File: src/design/rv32_decode_pkg.sv
package rv32_decode_pkg;

    // Datapath and register file sizes
    localparam int xlen       = 32;
    localparam int reg_addr_w = 5;
    localparam int reg_count  = 2 ** reg_addr_w;

    typedef logic [reg_addr_w-1:0] reg_addr_t;

    // Standard RV32 field layout, op in the low bits
    typedef struct packed {
        logic [6:0] funct7;
        reg_addr_t  rs2;
        reg_addr_t  rs1;
        logic [2:0] funct3;
        reg_addr_t  rd;
        logic [6:0] op;
    } instruction_s;

    typedef struct packed {
        logic op_writes_rf;
        logic is_mem_op;
        logic is_byte_op;
        logic is_hex_op;
        logic is_load_op;
        logic is_load_unsigned;
        logic is_store_op;
        logic is_branch_op;
        logic is_jump_op;
        logic op_reads_rf1;
        logic op_reads_rf2;
        logic op_is_auipc;
        logic is_md_instr;
        logic op_is_load_reservation;
    } decode_s;

    // Major opcodes
    localparam logic [6:0] rv32_lui_op   = 7'b0110111;
    localparam logic [6:0] rv32_auipc_op = 7'b0010111;
    localparam logic [6:0] rv32_jal_op   = 7'b1101111;
    localparam logic [6:0] rv32_jalr_op  = 7'b1100111;
    localparam logic [6:0] rv32_branch   = 7'b1100011;
    localparam logic [6:0] rv32_load     = 7'b0000011;
    localparam logic [6:0] rv32_store    = 7'b0100011;
    localparam logic [6:0] rv32_op_imm   = 7'b0010011;
    localparam logic [6:0] rv32_op       = 7'b0110011;
    localparam logic [6:0] rv32_amo      = 7'b0101111;
    localparam logic [6:0] rv32_system   = 7'b1110011;

    // M extension lives under OP with this funct7
    localparam logic [6:0] rv32_md_funct7 = 7'b0000001;

    // LR.W with aq/rl and rd/rs1 left as don't care
    localparam logic [31:0] rv32_lr_w = 32'b00010_??_00000_?????_010_?????_0101111;

    // Payload handed to execute
    typedef struct packed {
        decode_s         decode;
        reg_addr_t       rd;
        logic [xlen-1:0] imm;
        logic [xlen-1:0] rs1_data;
        logic [xlen-1:0] rs2_data;
    } stage_out_s;

endpackage

File: src/design/rf_read_if.sv
`timescale 1ns/1ps

interface rf_read_if;
    import rv32_decode_pkg::*;

    reg_addr_t       rs1_addr;
    reg_addr_t       rs2_addr;
    logic [xlen-1:0] rs1_data;
    logic [xlen-1:0] rs2_data;

    // Decode side presents addresses
    modport reader (
        output rs1_addr,
        output rs2_addr,
        input  rs1_data,
        input  rs2_data
    );

    // Register file answers in the same cycle
    modport provider (
        input  rs1_addr,
        input  rs2_addr,
        output rs1_data,
        output rs2_data
    );

endinterface

File: src/design/cl_decode.sv
`timescale 1ns/1ps

module cl_decode (
    input  rv32_decode_pkg::instruction_s instruction_i,
    output rv32_decode_pkg::decode_s      decode_o
);
    import rv32_decode_pkg::*;

    // Instruction produces a result for rd
    always_comb begin
        unique casez (instruction_i.op)
            rv32_lui_op, rv32_auipc_op, rv32_jal_op, rv32_jalr_op,
            rv32_load, rv32_op, rv32_op_imm, rv32_amo:
                decode_o.op_writes_rf = 1'b1;
            default:
                decode_o.op_writes_rf = 1'b0;
        endcase
    end

    // Any data memory access
    always_comb begin
        unique casez (instruction_i.op)
            rv32_load, rv32_store:
                decode_o.is_mem_op = 1'b1;
            default:
                decode_o.is_mem_op = 1'b0;
        endcase
    end

    // Access size comes from funct3[1:0]
    always_comb begin
        decode_o.is_byte_op = (instruction_i.funct3[1:0] == 2'b00) & decode_o.is_mem_op;
    end

    always_comb begin
        decode_o.is_hex_op = (instruction_i.funct3[1:0] == 2'b01) & decode_o.is_mem_op;
    end

    always_comb begin
        unique casez (instruction_i.op)
            rv32_load:
                decode_o.is_load_op = 1'b1;
            default:
                decode_o.is_load_op = 1'b0;
        endcase
    end

    // LBU and LHU
    always_comb begin
        decode_o.is_load_unsigned = instruction_i.funct3[2] & decode_o.is_load_op;
    end

    always_comb begin
        unique casez (instruction_i.op)
            rv32_store:
                decode_o.is_store_op = 1'b1;
            default:
                decode_o.is_store_op = 1'b0;
        endcase
    end

    // Conditional branches only
    always_comb begin
        unique casez (instruction_i.op)
            rv32_branch:
                decode_o.is_branch_op = 1'b1;
            default:
                decode_o.is_branch_op = 1'b0;
        endcase
    end

    always_comb begin
        unique casez (instruction_i.op)
            rv32_jal_op, rv32_jalr_op:
                decode_o.is_jump_op = 1'b1;
            default:
                decode_o.is_jump_op = 1'b0;
        endcase
    end

    // Source operand usage
    always_comb begin
        unique casez (instruction_i.op)
            rv32_jalr_op, rv32_branch, rv32_load, rv32_store,
            rv32_op, rv32_op_imm, rv32_amo:
                decode_o.op_reads_rf1 = 1'b1;
            default:
                decode_o.op_reads_rf1 = 1'b0;
        endcase
    end

    always_comb begin
        unique casez (instruction_i.op)
            rv32_branch, rv32_store, rv32_op, rv32_amo:
                decode_o.op_reads_rf2 = 1'b1;
            default:
                decode_o.op_reads_rf2 = 1'b0;
        endcase
    end

    always_comb begin
        decode_o.op_is_auipc = (instruction_i.op == rv32_auipc_op);
    end

    // MUL/DIV family
    always_comb begin
        decode_o.is_md_instr = (instruction_i.op == rv32_op)
                             & (instruction_i.funct7 == rv32_md_funct7);
    end

    always_comb begin
        decode_o.op_is_load_reservation = (instruction_i ==? rv32_lr_w);
    end

endmodule

File: src/design/decode_stage.sv
`timescale 1ns/1ps

module decode_stage (
    input  logic                             clk_i,
    input  logic                             arst_n_i,
    input  logic                             instr_v_i,
    input  rv32_decode_pkg::instruction_s    instr_i,
    input  logic                             wb_en_i,
    input  rv32_decode_pkg::reg_addr_t       wb_addr_i,
    input  logic [rv32_decode_pkg::xlen-1:0] wb_data_i,
    output logic                             valid_o,
    output rv32_decode_pkg::decode_s         decode_o,
    output rv32_decode_pkg::reg_addr_t       rd_o,
    output logic [rv32_decode_pkg::xlen-1:0] imm_o,
    output logic [rv32_decode_pkg::xlen-1:0] rs1_data_o,
    output logic [rv32_decode_pkg::xlen-1:0] rs2_data_o
);
    import rv32_decode_pkg::*;

    logic            ir_v;
    instruction_s    ir_q;
    decode_s         dec;
    logic [xlen-1:0] imm;
    stage_out_s      out_d;
    stage_out_s      out_q;

    rf_read_if rf_rd ();

    // Instruction register
    pipe_reg #(
        .payload_t (instruction_s)
    ) ir_reg_i (
        .clk_i    (clk_i),
        .arst_n_i (arst_n_i),
        .v_i      (instr_v_i),
        .data_i   (instr_i),
        .v_o      (ir_v),
        .data_o   (ir_q)
    );

    cl_decode decoder_i (
        .instruction_i (ir_q),
        .decode_o      (dec)
    );

    imm_gen imm_gen_i (
        .instruction_i (ir_q),
        .imm_o         (imm)
    );

    // Source indices straight from the latched instruction
    assign rf_rd.rs1_addr = ir_q.rs1;
    assign rf_rd.rs2_addr = ir_q.rs2;

    reg_file reg_file_i (
        .clk_i     (clk_i),
        .arst_n_i  (arst_n_i),
        .wb_en_i   (wb_en_i),
        .wb_addr_i (wb_addr_i),
        .wb_data_i (wb_data_i),
        .rd_port   (rf_rd)
    );

    always_comb begin
        out_d.decode   = dec;
        out_d.rd       = ir_q.rd;
        out_d.imm      = imm;
        out_d.rs1_data = rf_rd.rs1_data;
        out_d.rs2_data = rf_rd.rs2_data;
    end

    // Register toward execute
    pipe_reg #(
        .payload_t (stage_out_s)
    ) out_reg_i (
        .clk_i    (clk_i),
        .arst_n_i (arst_n_i),
        .v_i      (ir_v),
        .data_i   (out_d),
        .v_o      (valid_o),
        .data_o   (out_q)
    );

    assign decode_o   = out_q.decode;
    assign rd_o       = out_q.rd;
    assign imm_o      = out_q.imm;
    assign rs1_data_o = out_q.rs1_data;
    assign rs2_data_o = out_q.rs2_data;

endmodule

File: src/design/imm_gen.sv
`timescale 1ns/1ps

module imm_gen (
    input  rv32_decode_pkg::instruction_s     instruction_i,
    output logic [rv32_decode_pkg::xlen-1:0]  imm_o
);
    import rv32_decode_pkg::*;

    logic [31:0]     instr;
    logic [xlen-1:0] i_imm;
    logic [xlen-1:0] s_imm;
    logic [xlen-1:0] b_imm;
    logic [xlen-1:0] u_imm;
    logic [xlen-1:0] j_imm;

    assign instr = instruction_i;

    // Bit 31 is the sign for every format
    assign i_imm = {{(xlen-12){instr[31]}}, instr[31:20]};
    assign s_imm = {{(xlen-12){instr[31]}}, instr[31:25], instr[11:7]};
    assign b_imm = {{(xlen-13){instr[31]}}, instr[31], instr[7],
                    instr[30:25], instr[11:8], 1'b0};
    assign u_imm = {instr[31:12], 12'b0};
    assign j_imm = {{(xlen-21){instr[31]}}, instr[31], instr[19:12],
                    instr[20], instr[30:21], 1'b0};

    // Format follows the opcode
    always_comb begin
        unique casez (instruction_i.op)
            rv32_jalr_op, rv32_load, rv32_op_imm, rv32_system:
                imm_o = i_imm;
            rv32_store:
                imm_o = s_imm;
            rv32_branch:
                imm_o = b_imm;
            rv32_lui_op, rv32_auipc_op:
                imm_o = u_imm;
            rv32_jal_op:
                imm_o = j_imm;
            // Register-register and AMO carry no immediate
            default:
                imm_o = '0;
        endcase
    end

endmodule

File: src/design/pipe_reg.sv
`timescale 1ns/1ps

module pipe_reg #(
    parameter type payload_t = logic
) (
    input  logic     clk_i,
    input  logic     arst_n_i,
    input  logic     v_i,
    input  payload_t data_i,
    output logic     v_o,
    output payload_t data_o
);

    always_ff @(posedge clk_i or negedge arst_n_i) begin
        if (!arst_n_i) begin
            v_o <= 1'b0;
        end else begin
            v_o <= v_i;
        end
    end

    // Payload holds through bubbles
    always_ff @(posedge clk_i) begin
        if (v_i) begin
            data_o <= data_i;
        end
    end

endmodule

File: src/design/reg_file.sv
`timescale 1ns/1ps

module reg_file (
    input  logic                             clk_i,
    input  logic                             arst_n_i,
    input  logic                             wb_en_i,
    input  rv32_decode_pkg::reg_addr_t       wb_addr_i,
    input  logic [rv32_decode_pkg::xlen-1:0] wb_data_i,
    rf_read_if.provider                      rd_port
);
    import rv32_decode_pkg::*;

    // x0 has no storage
    logic [xlen-1:0] regs_q [1:reg_count-1];
    logic            wb_active;

    assign wb_active = wb_en_i & (wb_addr_i != '0);

    always_ff @(posedge clk_i or negedge arst_n_i) begin
        if (!arst_n_i) begin
            for (int i = 1; i < reg_count; i++) begin
                regs_q[i] <= '0;
            end
        end else if (wb_active) begin
            regs_q[wb_addr_i] <= wb_data_i;
        end
    end

    // Zero for x0, then bypass of a write landing this cycle
    function automatic logic [xlen-1:0] read_port(input reg_addr_t addr);
        if (addr == '0) begin
            return '0;
        end
        if (wb_active && (addr == wb_addr_i)) begin
            return wb_data_i;
        end
        return regs_q[addr];
    endfunction

    always_comb begin
        rd_port.rs1_data = read_port(rd_port.rs1_addr);
        rd_port.rs2_data = read_port(rd_port.rs2_addr);
    end

endmodule

File: config.mk
export PLATFORM = sky130hd
export DESIGN_NAME = decode_stage
export DESIGN_NICKNAME = d
export VERILOG_FILES = /design/src/design/rv32_decode_pkg.sv /design/src/design/rf_read_if.sv /design/src/design/cl_decode.sv /design/src/design/decode_stage.sv /design/src/design/imm_gen.sv /design/src/design/pipe_reg.sv /design/src/design/reg_file.sv
export SDC_FILE = /design/constraint.sdc
export NUM_CORES = 2
export LEC_CHECK = 0
export BUFFER_PORTS_ARGS = -buffer_cell sky130_fd_sc_hd__buf_2
export CORE_ASPECT_RATIO = 0.7
export CORE_MARGIN = 3
export CORE_UTILIZATION = 30
export CTS_CLUSTER_SIZE = 20
export DETAILED_ROUTE_END_ITERATION = 8
export GPL_ROUTABILITY_DRIVEN = 0
export SYNTH_ARGS = -nofsm -noshare
export SYNTH_HDL_FRONTEND = slang
export SYNTH_SLANG_ARGS = --single-unit
File: constraint.sdc
create_clock -name clk_i -period 5.23 [get_ports clk_i]
set_input_delay 1.3075 -clock clk_i [delete_from_list [all_inputs] [get_ports clk_i]]
set_output_delay 1.3075 -clock clk_i [all_outputs]
set_load 0.03 [all_outputs]
==> key figures <==
Clocking
  – Clock Path Buffers: 3
  – Root Buffer: clkbuf_16
  – Num CTS Buffers: 104
  – Max H-tree Level: 3
  – CTS sink count: between 1,000 and 1,500
  – CTS tree: yes
  – Clock transition at path regs: ~70 ps
  – Skew-Pair Late Insertion Delay: just over 700 ps
  – Post-CTS Hold Buffers: 0
  – Post-CTS setup buffers: 0
  – Post_cts resized: 0

Pwr
  – Switch share: ~29%
  – Clock Power Share: between 30% and 40%
  – Internal: about 18 mW
  – Worst VDD drop: around 0.00027 V
  – Share of power burned in registers: a little under half
  – Comb pwr share: 21.6%
  – Sw Pwr: about 7.5 mW
  – PwrDens: between 300 and 400 nW/um^2
  – Leak: 27.8 nW

Timing
  – Worst-Margin Slew: about 1500 ps
  – Post-route setup TNS: 0 ps
  – Hold Vio Cnt, Final: 0
  – Max-slew violation count: 0
  – Worst setup margin: 1480 ps
  – Tmin final: about 3800 ps
  – Final count of negative-setup-slack endpoints: 0
  – Fmax: 0.267 GHz
  – Relative slew slack: under 10%
  – Unrepaired setup endpoints after global routing: no
  – Final period utilization: about 72%
  – Clk_skew: just under 40 ps

Setup path
  – CP Capture Type: register
  – Worst path required time: 5690 ps
  – CP Buf/Inv Count: 3
  – Data arrival time of the worst path: 4210 ps
  – CP peak stage delay: roughly 900 ps
  – CP startpoint kind: register
  – Most frequent cell on the critical path: buf_4
  – Worst R2R Setup Slack: between 1000 and 1500 ps
  – Setup CP Type: register to register
  – CP top delay family: simple AND/OR/NAND/NOR gates
  – Crit path cell chain: nor2_2 > buf_4 > nand3b_1 > inv_1 > buf_4 > nor4_1 > a32o_1
  – Crit path max fanout: 16
  – CP max-delay cell: nand3b_1

Final layout
  – Share of cells above drive strength 1: between 40% and 50%
  – Fillers: roughly 19,000
  – Fin nets: a little over 4,000
  – Register area: a little under 30,000 um^2
  – Area grow syn2layout: 12.5%
  – Multi-input gate area: about 28,000 um^2

Yosys
  – Cell count after synthesis: ~4,000
  – Yosys Warn Count: 0
  – Synth top area share: 42.2%
  – Most common flop cell mapped by yosys: dfrtp_1
  – Top post-synthesis cells by count: mux2_2, dfrtp_1, mux4_2
  – Post-Syn Area: about 59,000 um^2
  – Sequential-to-total area share from yosys stat: between 40 and 50%
  – Synthesized net count: 4,092
  – Number of synthesized register bits: between 1,000 and 1,500
  – Ys async rst share: around 87%
  – EDFF count, synth: approximately 150
  – Largest area contributor in the netlist: dfrtp_1
  – Synthesized area per cell: roughly 15 um^2
  – Most common cell in the netlist: mux2_2
  – Area contributors post-synth: dfrtp_1, mux2_2, mux4_2
  – Yosys cell types: 65

Detailed routing
  – DRT iter0 DRCs: 4,136
  – WL per Instance: between 30 and 40 um
  – DR pass1 iterations: 6
  – Vias/cell: 5.79
  – Via count: 39,000
  – Routed Wire Length: approximately 210 mm
  – Routed Antenna Nets: 0
  – Drt drc: 0

Global routing
  – Initial antenna violation count: 19
  – Vias in the first global route: 38,900
  – Total grt overflow: 0
  – Largest net degree at the start of global routing: about 120
  – GRT Overall Usage: approximately a fifth
  – First-pass GRT wire length: between 200 and 300 mm

Floorplanning
  – # IOs: 189
  – Row cnt: about 140
  – Die Wd: around 540 um
  – Total die area: slightly above 200,000 um^2
  – Die H: 377 um
  – Std-Cell Core Area: 194,000 um^2
  – Initial Util: 30.3%

Placement
  – Pre-CTS setup slack: between 1000 and 1500 ps
  – DPL Wire Length: 125 mm
  – Port Buf Inserts: between 150 and 200

Hold path
  – Hold Crit Class: register to register

Run
  – Max Cap Viol: 0

Status
  – Status: finished, final reports clean
==> layout by cell type (no fill, tap or decap), types with 18 or more instances in the layout <==
cell,n
a221oi_1,29
o21ai_0,40
a22oi_1,109
edfxtp_1,147
clkinv_2,21
o211ai_1,22
clkbuf_1,25
mux2i_1,205
a21o_1,21
buf_12,30
mux4_2,365
mux2_1,18
buf_4,109
nor3_1,18
a21oi_1,56
a32o_1,49
dfrtp_1,993
nor2_1,55
clkbuf_16,107
clkbuf_8,21
mux2_2,1054
o22ai_1,74
and2_1,19
buf_2,187
nand2_1,108
==> registers in the layout, indices dropped and copies added (netlist names) <==
| register | cells |
|---|---|
| reg_file_i.regs_q | 992 |
| out_reg_i.data_o | 115 |
| ir_reg_i.data_o | 32 |
| ir_reg_i.v_o | 1 |
| out_reg_i.v_o | 1 |
==> final cells by class <==
| class | count | share of cell area, % |
|---|---|---|
| Inverter | 7 | 0.0396 |
| Multi-Input combinational cell | 2462 | 41.9 |
| Clock buffer | 153 | 4.61 |
| Clock inverter | 44 | 0.728 |
| Tap cell | 2603 | 4.91 |
| Sequential cell | 1141 | 44.2 |
| Antenna cell | 4 | 0.0151 |
| Timing Repair Buffer | 328 | 3.60 |
==> power by group through the flow <==
stage | sequential [mW] | clock, mW | combinational (mW)
CTS | 11.8 | 8.25 | 5.51
finish | 11.9 | 8.14 | 5.53
global route | 12.1 | 8.63 | 5.88
floorplan | 11.7 | 0 | 3.96
global placement | 11.9 | 0 | 5.39
detailed placement | 12.0 | 0 | 5.49
==> path summary, 6_finish.rpt <==
path / from / endpoint / depth (start not counted)
max: ir_reg_i.data_o[21] / out_reg_i.data_o[17] / 7
min: ir_reg_i.data_o[11] / out_reg_i.data_o[100] / 0
max reg2reg: ir_reg_i.data_o[21] / out_reg_i.data_o[17] / 7
min reg2reg: ir_reg_i.data_o[11] / out_reg_i.data_o[100] / 0
max in group asynchronous: arst_n_i / reg_file_i.regs_q[851] / 2
min in group asynchronous: arst_n_i / ir_reg_i.v_o / 1
==> worst reg2reg max path: cells and delay by family (launching register included) <==
kind | cells | cell delay, ps
and+or+nand+nor | 3 | 1300
DFF | 1 | 630
buffers and inverters | 3 | 1240
AOI/OAI and AO/OA | 1 | 350
==> through the flow <==
step / cells / hold WS, ps / total power [mW] / utilization (%) / cell area, um^2
2_1_floorplan: 4019 / 427 / 15.7 / - / 59000
3_3_place_gp: 6540 / 431 / 17.3 / 32.3 / 62800
3_5_place_dp: 6541 / 443 / 17.5 / 32.3 / 62800
4_1_cts: 6738 / 459 / 25.6 / 34.1 / 66300
5_1_grt: 6739 / 499 / 26.6 / 34.1 / 66300
6_report: 6742 / 475 / 25.6 / 34.1 / 66300
==> metal layers <==
layer / GRT usage (%) / wire (um) / share of wire [%] / vias to the layer above
met2: 30.0 / 91900 / 44 / 1919
met4: 5.52 / 5990 / 2.9 / 0
li1: - / - / - / 15600
met3: 5.52 / 19900 / 9.5 / 363
met5: 0 / 0 / 0 / -
met1: 28.9 / 91500 / 44 / 21100
==> cells by family after synthesis <==
logic type             after synthesis  synth area share, %
multiplexers                      1643                 37.9
flip-flops                        1141                 49.7
AO/OA/AOI/OAI                      487                 6.06
buffers and inverters              416                 3.58
AND/OR/NAND/NOR                    321                 2.60
XOR/XNOR                            11                0.163
Power figures use the tool's default switching activity.
